File: config.mk
export PLATFORM = sky130hd
export DESIGN_NAME = id_stage
export DESIGN_NICKNAME = d
export VERILOG_FILES = /design/src/common/id_pkg.sv /design/src/verilog/id_stage.sv /design/src/verilog/operand_combine.sv /design/src/verilog/operand_forward.sv /design/src/decode/inst_decoder.sv
export SDC_FILE = /design/constraint.sdc
export NUM_CORES = 1
export LEC_CHECK = 0
export ABC_AREA = 0
export BUFFER_PORTS_ARGS = -buffer_cell sky130_fd_sc_hd__buf_4
export CAP_MARGIN = 20
export CORE_MARGIN = 2
export CORE_UTILIZATION = 49
export CTS_CLUSTER_SIZE = 28
export DETAILED_ROUTE_END_ITERATION = 16
export GPL_TIMING_DRIVEN = 0
export PLACE_DENSITY = 0.86
export SETUP_SLACK_MARGIN = 0.5
export SLEW_MARGIN = 20
export SYNTH_ARGS = -nofsm -noshare
export SYNTH_HDL_FRONTEND = slang
export SYNTH_SLANG_ARGS = --single-unit
File: constraint.sdc
create_clock -name clk -period 5.4 [get_ports clk]
set_input_delay 0.54 -clock clk [delete_from_list [all_inputs] [get_ports clk]]
set_output_delay 0.54 -clock clk [all_outputs]
set_load 0.005 [all_outputs]
File: src/common/id_pkg.sv
// Decode stage shared types
`default_nettype none

package id_pkg;

	typedef logic [31:0] reg_word_t;
	typedef logic [4:0]  reg_addr_t;

	// One instruction word seen as R-type or I-type
	typedef union packed {
		struct packed {
			logic [5:0] op;
			reg_addr_t  rs;
			reg_addr_t  rt;
			reg_addr_t  rd;
			logic [4:0] sa;
			logic [5:0] func;
		} r_fmt;
		struct packed {
			logic [5:0]  op;
			reg_addr_t   rs;
			reg_addr_t   rt;
			logic [15:0] imm16;
		} i_fmt;
	} inst_u;

	// Primary opcodes
	typedef enum logic [5:0] {
		op_special = 6'b000000,
		op_addi    = 6'b001000,
		op_addiu   = 6'b001001,
		op_slti    = 6'b001010,
		op_sltiu   = 6'b001011,
		op_andi    = 6'b001100,
		op_ori     = 6'b001101,
		op_xori    = 6'b001110,
		op_lui     = 6'b001111
	} opcode_e;

	// SPECIAL function field
	typedef enum logic [5:0] {
		fn_sll  = 6'b000000,
		fn_srl  = 6'b000010,
		fn_sra  = 6'b000011,
		fn_sllv = 6'b000100,
		fn_srlv = 6'b000110,
		fn_srav = 6'b000111,
		fn_movz = 6'b001010,
		fn_movn = 6'b001011,
		fn_add  = 6'b100000,
		fn_addu = 6'b100001,
		fn_sub  = 6'b100010,
		fn_subu = 6'b100011,
		fn_and  = 6'b100100,
		fn_or   = 6'b100101,
		fn_xor  = 6'b100110,
		fn_nor  = 6'b100111,
		fn_slt  = 6'b101010,
		fn_sltu = 6'b101011
	} func_e;

	// Operation sent to execute, SLTI/SLTIU reuse the SLT/SLTU codes
	typedef enum logic [7:0] {
		alu_nop   = 8'b00000000,
		alu_srl   = 8'b00000010,
		alu_sra   = 8'b00000011,
		alu_sllv  = 8'b00000100,
		alu_srlv  = 8'b00000110,
		alu_srav  = 8'b00000111,
		alu_movz  = 8'b00001010,
		alu_movn  = 8'b00001011,
		alu_add   = 8'b00100000,
		alu_addu  = 8'b00100001,
		alu_sub   = 8'b00100010,
		alu_subu  = 8'b00100011,
		alu_and   = 8'b00100100,
		alu_or    = 8'b00100101,
		alu_xor   = 8'b00100110,
		alu_nor   = 8'b00100111,
		alu_slt   = 8'b00101010,
		alu_sltu  = 8'b00101011,
		alu_addi  = 8'b01010101,
		alu_addiu = 8'b01010110,
		alu_lui   = 8'b01011100,
		alu_sll   = 8'b01111100
	} aluop_e;

	// Result class
	typedef enum logic [2:0] {
		sel_nop   = 3'b000,
		sel_logic = 3'b001,
		sel_shift = 3'b010,
		sel_move  = 3'b011,
		sel_math  = 3'b100
	} alusel_e;

	// Destination write rule
	typedef enum logic [1:0] {
		wr_never      = 2'b00,
		wr_always     = 2'b01,
		wr_if_nonzero = 2'b10,
		wr_if_zero    = 2'b11
	} wreg_mode_e;

	typedef struct packed {
		aluop_e     aluop;
		alusel_e    alusel;
		reg_addr_t  wd;
		wreg_mode_e wreg_mode;
		logic       reg1_read;
		logic       reg2_read;
		reg_word_t  imm;
	} dec_ctrl_t;

	// Result still in flight in a later stage
	typedef struct packed {
		logic      wreg;
		reg_addr_t wd;
		reg_word_t wdata;
	} bypass_t;

	typedef struct packed {
		aluop_e    aluop;
		alusel_e   alusel;
		reg_word_t reg1;
		reg_word_t reg2;
		reg_addr_t wd;
		logic      wreg;
	} ex_bundle_t;

endpackage

`default_nettype wire
File: src/verilog/id_stage.sv
// Instruction decode stage
`timescale 1ns/1ps
`default_nettype none

module id_stage
	import id_pkg::*;
(
	input  wire        clk,
	input  wire        arst_n_i,
	input  inst_u      inst_i,

	// Register file read side
	input  reg_word_t  reg1_data_i,
	input  reg_word_t  reg2_data_i,
	output logic       reg1_read_o,
	output logic       reg2_read_o,
	output reg_addr_t  reg1_addr_o,
	output reg_addr_t  reg2_addr_o,

	// Results from execute and memory
	input  bypass_t    ex_byp_i,
	input  bypass_t    mem_byp_i,

	output ex_bundle_t ex_o
);

	dec_ctrl_t ctrl;
	reg_word_t fwd1;
	reg_word_t fwd2;

	inst_decoder i_inst_decoder (
		.inst_i      (inst_i),
		.ctrl_o      (ctrl),
		.reg1_addr_o (reg1_addr_o),
		.reg2_addr_o (reg2_addr_o)
	);

	// Read enables leave through the top-level ports
	assign reg1_read_o = ctrl.reg1_read;
	assign reg2_read_o = ctrl.reg2_read;

	operand_forward i_operand_forward (
		.reg1_addr_i (reg1_addr_o),
		.reg2_addr_i (reg2_addr_o),
		.reg1_data_i (reg1_data_i),
		.reg2_data_i (reg2_data_i),
		.ex_byp_i    (ex_byp_i),
		.mem_byp_i   (mem_byp_i),
		.fwd1_o      (fwd1),
		.fwd2_o      (fwd2)
	);

	operand_combine i_operand_combine (
		.clk      (clk),
		.arst_n_i (arst_n_i),
		.ctrl_i   (ctrl),
		.fwd1_i   (fwd1),
		.fwd2_i   (fwd2),
		.ex_o     (ex_o)
	);

endmodule

`default_nettype wire

File: src/verilog/operand_combine.sv
// Operand select and execute register
`timescale 1ns/1ps
`default_nettype none

module operand_combine
	import id_pkg::*;
(
	input  wire        clk,
	input  wire        arst_n_i,
	input  dec_ctrl_t  ctrl_i,
	input  reg_word_t  fwd1_i,
	input  reg_word_t  fwd2_i,
	output ex_bundle_t ex_o
);

	reg_word_t reg1;
	reg_word_t reg2;
	logic      wreg;

	// Disabled port takes the immediate
	assign reg1 = ctrl_i.reg1_read ? fwd1_i : ctrl_i.imm;
	assign reg2 = ctrl_i.reg2_read ? fwd2_i : ctrl_i.imm;

	// MOVN and MOVZ test the forwarded rt value
	always_comb
	begin
		case (ctrl_i.wreg_mode)
			wr_always:
				wreg = 1'b1;
			wr_if_nonzero:
				wreg = (reg2 != '0);
			wr_if_zero:
				wreg = (reg2 == '0);
			default:
				wreg = 1'b0;
		endcase
	end

	// Decode/execute pipeline register
	always_ff @(posedge clk or negedge arst_n_i)
	begin
		if (!arst_n_i)
		begin
			ex_o.aluop  <= alu_nop;
			ex_o.alusel <= sel_nop;
			ex_o.reg1   <= '0;
			ex_o.reg2   <= '0;
			ex_o.wd     <= '0;
			ex_o.wreg   <= 1'b0;
		end
		else
		begin
			ex_o.aluop  <= ctrl_i.aluop;
			ex_o.alusel <= ctrl_i.alusel;
			ex_o.reg1   <= reg1;
			ex_o.reg2   <= reg2;
			ex_o.wd     <= ctrl_i.wd;
			ex_o.wreg   <= wreg;
		end
	end

endmodule

`default_nettype wire

File: src/verilog/operand_forward.sv
// Operand bypass selection
`timescale 1ns/1ps
`default_nettype none

module operand_forward
	import id_pkg::*;
(
	input  reg_addr_t reg1_addr_i,
	input  reg_addr_t reg2_addr_i,
	input  reg_word_t reg1_data_i,
	input  reg_word_t reg2_data_i,
	input  bypass_t   ex_byp_i,
	input  bypass_t   mem_byp_i,
	output reg_word_t fwd1_o,
	output reg_word_t fwd2_o
);

	// Youngest result wins, register file last
	function automatic reg_word_t pick_word(
		input reg_addr_t addr,
		input reg_word_t rf_data,
		input bypass_t   ex_byp,
		input bypass_t   mem_byp
	);
		if (ex_byp.wreg && (ex_byp.wd == addr))
			return ex_byp.wdata;
		else if (mem_byp.wreg && (mem_byp.wd == addr))
			return mem_byp.wdata;
		else
			return rf_data;
	endfunction

	// Register 0 is matched like any other
	always_comb
	begin
		fwd1_o = pick_word(reg1_addr_i, reg1_data_i, ex_byp_i, mem_byp_i);
	end

	always_comb
	begin
		fwd2_o = pick_word(reg2_addr_i, reg2_data_i, ex_byp_i, mem_byp_i);
	end

endmodule

`default_nettype wire

File: src/decode/inst_decoder.sv
// Opcode and function decoder
`timescale 1ns/1ps
`default_nettype none

module inst_decoder
	import id_pkg::*;
(
	input  inst_u     inst_i,
	output dec_ctrl_t ctrl_o,
	output reg_addr_t reg1_addr_o,
	output reg_addr_t reg2_addr_o
);

	aluop_e  aluop;
	alusel_e alusel;
	logic    valid;
	logic    is_special;
	logic    shift_imm;
	logic    sign_ext;

	// Ports always address rs and rt
	assign reg1_addr_o = inst_i.r_fmt.rs;
	assign reg2_addr_o = inst_i.i_fmt.rt;

	// Operation from opcode, or from func under SPECIAL
	always_comb
	begin
		aluop = alu_nop;
		case (inst_i.i_fmt.op)
			op_ori:   aluop = alu_or;
			op_andi:  aluop = alu_and;
			op_xori:  aluop = alu_xor;
			op_lui:   aluop = alu_lui;
			op_addi:  aluop = alu_addi;
			op_addiu: aluop = alu_addiu;
			op_slti:  aluop = alu_slt;
			op_sltiu: aluop = alu_sltu;
			op_special:
			begin
				case (inst_i.r_fmt.func)
					fn_and:  aluop = alu_and;
					fn_or:   aluop = alu_or;
					fn_xor:  aluop = alu_xor;
					fn_nor:  aluop = alu_nor;
					fn_sllv: aluop = alu_sllv;
					fn_srlv: aluop = alu_srlv;
					fn_srav: aluop = alu_srav;
					fn_sll:  aluop = alu_sll;
					fn_srl:  aluop = alu_srl;
					fn_sra:  aluop = alu_sra;
					fn_movn: aluop = alu_movn;
					fn_movz: aluop = alu_movz;
					fn_add:  aluop = alu_add;
					fn_addu: aluop = alu_addu;
					fn_sub:  aluop = alu_sub;
					fn_subu: aluop = alu_subu;
					fn_slt:  aluop = alu_slt;
					fn_sltu: aluop = alu_sltu;
					default: aluop = alu_nop;
				endcase
			end
			default:  aluop = alu_nop;
		endcase
	end

	// Result class follows the operation
	always_comb
	begin
		case (aluop)
			alu_and, alu_or, alu_xor, alu_nor, alu_lui:
				alusel = sel_logic;
			alu_sll, alu_srl, alu_sra, alu_sllv, alu_srlv, alu_srav:
				alusel = sel_shift;
			alu_movn, alu_movz:
				alusel = sel_move;
			alu_add, alu_addu, alu_sub, alu_subu, alu_addi, alu_addiu, alu_slt, alu_sltu:
				alusel = sel_math;
			default:
				alusel = sel_nop;
		endcase
	end

	// Every kept instruction maps to a non-NOP code
	assign valid      = (aluop != alu_nop);
	assign is_special = (inst_i.r_fmt.op == op_special);

	// Shift amount comes in through the immediate
	assign shift_imm = is_special && ((aluop == alu_sll) || (aluop == alu_srl) ||
		(aluop == alu_sra));

	assign sign_ext = (inst_i.i_fmt.op == op_addi) || (inst_i.i_fmt.op == op_addiu) ||
		(inst_i.i_fmt.op == op_slti);

	assign ctrl_o.aluop     = aluop;
	assign ctrl_o.alusel    = alusel;
	assign ctrl_o.reg1_read = valid && !shift_imm;
	assign ctrl_o.reg2_read = valid && is_special;

	// R-type writes rd, I-type writes rt
	always_comb
	begin
		if (!valid)
			ctrl_o.wd = '0;
		else if (is_special)
			ctrl_o.wd = inst_i.r_fmt.rd;
		else
			ctrl_o.wd = inst_i.i_fmt.rt;
	end

	always_comb
	begin
		if (!valid)
			ctrl_o.wreg_mode = wr_never;
		else if (aluop == alu_movn)
			ctrl_o.wreg_mode = wr_if_nonzero;
		else if (aluop == alu_movz)
			ctrl_o.wreg_mode = wr_if_zero;
		else
			ctrl_o.wreg_mode = wr_always;
	end

	always_comb
	begin
		if (!valid)
			ctrl_o.imm = '0;
		else if (sign_ext)
			ctrl_o.imm = {{16{inst_i.i_fmt.imm16[15]}}, inst_i.i_fmt.imm16};
		else
			ctrl_o.imm = {16'h0000, inst_i.i_fmt.imm16};
	end

endmodule

`default_nettype wire

; Word level (Yosys, flattened, before mapping)
; Memory sizes are Yosys's and may differ from the RTL's.
; Index checks and enable logic that the tools add are counted.
[word_totals]
out_inout_bits = 93
mem_count = 1
rom_bits = 448
ff_bits = 81
inputBits = 174
elab_cells = 79
[op_classes]
n_eq_ne = 36
n_reduce_logical = 20
mux = 16
[mem_list]
columns = memory, words, width, rd, rd_clocked_by_memory_dff, wr, line
row1 = (name not given), 64, 7, 1, 0, 0, inst_decoder.sv:40  ; case (inst_i.r_fmt.func)
[op_table]
columns = operator, count
row1 = two-way mux 32 bit, 8
row2 = "== test 8 x 6 -> 1 bit, second input constant", 10
row3 = one-hot mux 8 bit (9 select lines), 1
row4 = "== test 6 x 4 -> 1 bit, second input constant", 8
row5 = "== test 8 x 7 -> 1 bit, second input constant", 4
row6 = logical NOT 32 bit, 1
row7 = nonzero test 32 bit, 1
row8 = "== test 8 x 3 -> 1 bit, second input constant", 3
row9 = == test 5 bit, 4
row10 = "== test 8 x 2 -> 1 bit, second input constant", 2
row11 = "== test 8 x 4 -> 1 bit, second input constant", 2
row12 = one-hot mux 3 bit (4 select lines), 1
row13 = two-way mux 5 bit, 2
row14 = nonzero test 8 bit, 1
row15 = OR reduction 8 bit, 1
row16 = logical AND 1 bit, 7
row17 = logical NOT 6 bit, 1
row18 = two-way mux 2 bit, 3
row19 = OR reduction 6 bit, 1
row20 = OR reduction 5 bit, 1
row21 = "== test 2 bit, second input constant", 2
row22 = logical OR 1 bit, 4
row23 = one-hot mux 1 bit (3 select lines), 1
row24 = "== test 2 x 1 -> 1 bit, second input constant", 1
row25 = other kinds (2), 2

; Logic depth before layout (Yosys ltp)
[logic_depth]
word_depth = 9
ltp_mapped = 12
mapped_depth_nobuf = 10

; Modules after synthesis
; From an unflattened synthesis, not the netlist that was laid out.
[unflattened]
hier_cells = 675
hier_area_um2 = 5910.7
[by_module_without_submodules]
columns = mod, area_each_um2, seq_area_each_um2, cells_per_inst, instances
row1 = operand_combine, 3012.9, 2026.9, 182, 1
row2 = operand_forward, 2030.7, 0.0, 366, 1
row3 = inst_decoder, 867.1, 0.0, 127, 1

; Worst setup path after synthesis
; Ideal clock, no wire load.
[synth_path]
path_kind = input port to output port
start = in inst_i[26] (netlist name)
end = out reg1_read_o
path_stages = 10
arrival_ns = 2.394
n_path_buf = 2
t_required_ns = 4.860
path_slack_ns = 2.466
cell_sequence = buf_2 -> or2_4 -> nor3_2 -> a21boi_0 -> o21ai_1 -> nor3b_1 -> and2_1 -> or3_1 -> clkbuf_1 -> inv_1
[synth_between]
elab_chain_cells = 8
elab_cells_between_ends = 19
cone_classes = eq/ne (11) / mux (1) / reduce/logical (7)
[synth_rtl]
columns = item, line
row1 = start: declaration, id_stage.sv:10  ; input inst_u inst_i,
row2 = == test 6 x 4 -> 1 bit / logical NOT 6 bit (equally long branches), "inst_decoder.sv:29, inst_decoder.sv:85"
row3 = one-hot mux 8 bit (9 select lines), inst_decoder.sv:29  ; case (inst_i.i_fmt.op)
row4 = == test 8 x 7 -> 1 bit / == test 8 x 2 -> 1 bit (equally long branches), inst_decoder.sv:88  ; assign shift_imm = is_special && ((aluop == alu_sll) || (aluop == alu_srl) ||
row5 = logical OR 1 bit (2 in series), inst_decoder.sv:88
row6 = logical AND 1 bit, inst_decoder.sv:88
row7 = logical NOT 1 bit, inst_decoder.sv:96  ; assign ctrl_o.reg1_read = valid && !shift_imm;
row8 = logical AND 1 bit (*), inst_decoder.sv:96
row9 = end: declaration, id_stage.sv:15  ; output logic reg1_read_o,
; Every way passes the cells marked *; elsewhere a longest branch is shown, timed or not.

; Worst setup path in the final report
[layout_path]
start = in inst_i[2] (netlist name)
end = out reg1_read_o
[layout_between]
elab_chain_cells = 8
elab_cells_between_ends = 11
cone_classes = eq/ne (3) / mux (1) / reduce/logical (6) / memory (1)
[layout_rtl]
columns = item, line
row1 = memory (64 x 7 bit) (*), -
row2 = one-hot mux 8 bit (9 select lines) (*), inst_decoder.sv:29
row3 = == test 8 x 7 -> 1 bit / == test 8 x 2 -> 1 bit (equally long branches), inst_decoder.sv:88
row4 = logical OR 1 bit (2 in series), inst_decoder.sv:88
row5 = logical AND 1 bit, inst_decoder.sv:88
row6 = logical NOT 1 bit, inst_decoder.sv:96
row7 = logical AND 1 bit (*), inst_decoder.sv:96
; Marked as above.

==> results.txt <==
TritonCTS built the clock tree. Along the worst path, the maximum fanout reaches 10. The DRC violation total after the first TritonRoute iteration came out at 846. The routed design has between 20 and 25 mm of wire. The total count of max-transition violations in the final report is 0. The post-cts sizing count came out at 0. Among all cell types in the netlist, the one instantiated most often is dfrtp_1. The share of total power dissipated in sequential elements is 0.428. The core region is 9820 um2. The path class of the tightest hold or removal check is input pin to async pin. The data required time of the worst path is 4860 ps. The average via count per standard cell came out at 6.22.

The net switching power figure is ~0.44 mW. STA classifies the critical path endpoint as a primary output. The fraction of power consumed by combinational cells came out at 0.269. The largest registers in the layout are i_operand_combine.ex_o: 79 flops. The global-route met3 utilization came out at 0.101.

The area fraction of the dominant cell type after synthesis came out at 0.397. The count of TritonRoute iterations in the first routing pass came out at 6. Across the run, the number of max-cap violations was 0. The leftover overflow at the end of global routing is 0.

The routed wire length per instance came out at 21.5 um. The final layout contains slightly above 1,000 nets. Clock tree synthesis selected as its root buffer the cell clkbuf_8. Measured against its own limit, the worst slew margin works out to 0.481. The run finished with clean final reports.

For this run, global-route usage on met2 was measured as 0.612. The total negative setup slack came out at 0 ps. The I/O pin total came out at about 270. The post-detailed-route DRC marker count is 0. The flip-flop count of the largest register after layout came out at just under 80. The final route contains 6,217 vias.

Setup violations remaining at the end of the flow were counted as 0. The number of placed instances, taps included came out at approximately 1,000. The first-pass GRT wire length is roughly 33 mm. The cell type with the largest total area after synthesis is dfrtp_1. The upper clock frequency limit came out at about 260 MHz. The count of flip-flops with a built-in enable after synthesis came out at 0.

The sequential-to-total area share from yosys stat came out at 0.397. The layout cell share with drive strength beyond 1 came out at 0.362. At the end of routability-driven placement, the weighted congestion stood at about 0.97. The number of buffers created by CTS is 9.

The most used flip-flop cell after synthesis is dfrtp_1. The number of global-route vias before repair is 6,076. The fill cell total of the finished layout came out at 783. The worst hold slack after final layout is 115 ps. After routing the design area is 7310 um2.

The mean post-synth cell area is 8.42 um2. The register area is 1980 um2. The largest net degree at the start of global routing came out at 80.

The area occupied by multi-input gates is 2670 um2. On the critical path, the stage with the largest delay is an instance of nor3b_2. The cell area that synthesis handed to floorplanning was 4980 um2.

The initial antenna violation count was 0. The post-route antenna net violation count came out at 0. The die span in x came out at between 100 and 150 um. The post-layout instance count excluding filler cells came out at about 1,000. By instance count, the cell type seen most on the critical path is clkbuf_1. The internal power came out at 1.05 mW. The critical path data arrival time is 3360 ps. The cell count after synthesis came out at 591. Summed over all cells, the static leakage comes to 3.46 nW. The share of flip-flops with an asynchronous set or reset is 1.00. The ratio of total power to cell area came out at 204 nW/um2.

The maximum buffer depth of the clock tree is 2. The layout overhead on the synthesized area came out at 46.8%. The count of inserted antenna diode cells came out at 0. The switching portion of total power is 0.297. The top register by number of flip-flops is i_operand_combine.ex_o. After detailed placement, the total cell area comes to approximately 7100 um2. The number of clock sinks came out at 79. Dividing the final minimum period by the clock period gives 0.723. The number of port buffers came out at 259. The minimum period implied by the final worst setup slack came out at just under 4000 ps. The clock group share of total power came out at 0.303. The measured slew at the worst slew-check pin came out at 778 ps. The synthesized net count came out at roughly 770.

CTS built an H-tree with a depth of 3. For this configuration, the core starts out at a cell density of 0.507. After global routing, the most crowded layer is met2. The startpoint-to-endpoint class of the critical path is input pin to primary output. The placement row count is 36. The delay of the slowest critical-path stage is 600 ps. The hold buffer count at cts is 0. For this run, the share of the core covered by cells in the final layout is 0.744. The total half-perimeter wirelength after legalization and detailed placement is 16.5 mm. The die area is 11,000 um2. The number of hold-slack violations in the final timing report came to 0. In this run the vertical extent of the chip is approximately 100 um. The clock-pin slew reported for the worst setup and hold paths after clock tree synthesis came out at 90 ps. The synthesized flop and latch total came out at 79. STA classifies the critical path startpoint as an input pin. By area the synthesized netlist is led by dfrtp_1 40%, mux2i_1 6.8%, a21oi_1 5.0%, nor2_1 4.7%, nand2_1 4.1%.

The post-CTS repair timing setup buffer count is 0. The total track usage is 0.390. The count of warnings emitted by yosys is 0. For met1 alone, demand over resource in global routing was 0.493. After synthesis, the most frequently instantiated cells are 79 x dfrtp_1, 62 x nor2_1, 54 x nand2_1, 50 x a21oi_1.

The maximum vdd drop is 0.000149 V. Walking the worst path, the cells encountered are clkbuf_1, nor3_1, o21bai_1, a21boi_0, o21ai_1, nor3b_1, nor3b_2, or3_1, clkbuf_1, inv_1, buf_4. Setup repair after global routing left no endpoint under its margin. The count of distinct cell types in the synthesized netlist is just under 60.
==> cells in the final DEF (no fill, tap or decap), types with 2 or more instances in the layout <==
| cell type | instances |
|---|---|
| mux2i_1 | 34 |
| o22ai_1 | 2 |
| buf_2 | 9 |
| a31o_2 | 2 |
| a211oi_1 | 22 |
| a21bo_2 | 6 |
| inv_1 | 3 |
| or2_1 | 2 |
| nor2_1 | 62 |
| o2bb2ai_1 | 4 |
| clkinv_4 | 2 |
| a31oi_1 | 14 |
| or4_1 | 4 |
| buf_6 | 2 |
| nand3_1 | 28 |
| nor4_1 | 10 |
| clkinv_2 | 2 |
| nor2b_1 | 2 |
| buf_4 | 272 |
| nor3_1 | 29 |
| nand4_1 | 3 |
| xnor2_1 | 12 |
| dfrtp_1 | 79 |
| xor2_1 | 9 |
| a21oi_1 | 50 |
| a311oi_1 | 9 |
| and2_1 | 2 |
| o31ai_1 | 2 |
| a211o_1 | 11 |
| o21ai_0 | 40 |
| nand2b_1 | 2 |
| nand2_1 | 54 |
| clkbuf_8 | 10 |
| clkbuf_1 | 41 |
| and4_1 | 2 |
| o21bai_1 | 3 |
==> path summary, 6_finish.rpt <==
path	startpoint	end	slack (ps)	cells after the start
min in group clk	inst_i[27]	i_operand_combine.ex_o[72]	410	2
max in group asynchronous	arst_n_i	i_operand_combine.ex_o[77]	4650	2
worst min-delay path	arst_n_i	i_operand_combine.ex_o[65]	120	1
worst max-delay path	inst_i[2]	reg1_read_o	1500	11
==> stage by stage <==
step | total power [mW] | worst slack (ps)
floorplan | 0.794 | 2470
global placement | 1.03 | 1640
detailed placement | 1.04 | 1600
CTS | 1.48 | 1590
global route | 1.55 | 1210
finish | 1.49 | 1500
==> power by group through the flow <==
stage,Sequential [mW],Clock (mW),Combinational (mW)
floorplan,0.652,0,0.143
global placement,0.649,0,0.382
detailed placement,0.649,0,0.389
CTS,0.638,0.450,0.391
global route,0.641,0.477,0.428
finish,0.638,0.452,0.402
==> logic make-up after synthesis <==
kind of cell,after synthesis,synth area share
other cells,1,0.000754
buf+inv,68,0.0664
mux,34,0.0684
flops,79,0.397
simple gates,213,0.201
xor+xnor,21,0.0370
compound gates,175,0.229
==> cell type report <==
| cell class | instances | area share |
|---|---|---|
| well taps | 133 | 0.0228 |
| inverters | 3 | 0.00154 |
| multi-input cells | 444 | 0.365 |
| flip-flops and latches | 79 | 0.271 |
| plain buffers | 65 | 0.0437 |
| clock buffers | 11 | 0.0194 |
| clock inverters | 5 | 0.00788 |
| repair buffers | 260 | 0.269 |
==> layer usage <==
| layer | wire length [um] | vias up |
|---|---|---|
| li1 | - | 2666 |
| met1 | 7760 | 2862 |
| met2 | 9780 | 559 |
| met3 | 2620 | 130 |
| met4 | 1340 | 0 |
| met5 | 0 | - |
==> critical path, delay by kind of cell <==
family / cells / cell delay [ps]
simple gates: 4 / 1230
compound gates: 3 / 580
buf+inv: 4 / 990
Power figures use the tool's default switching activity.
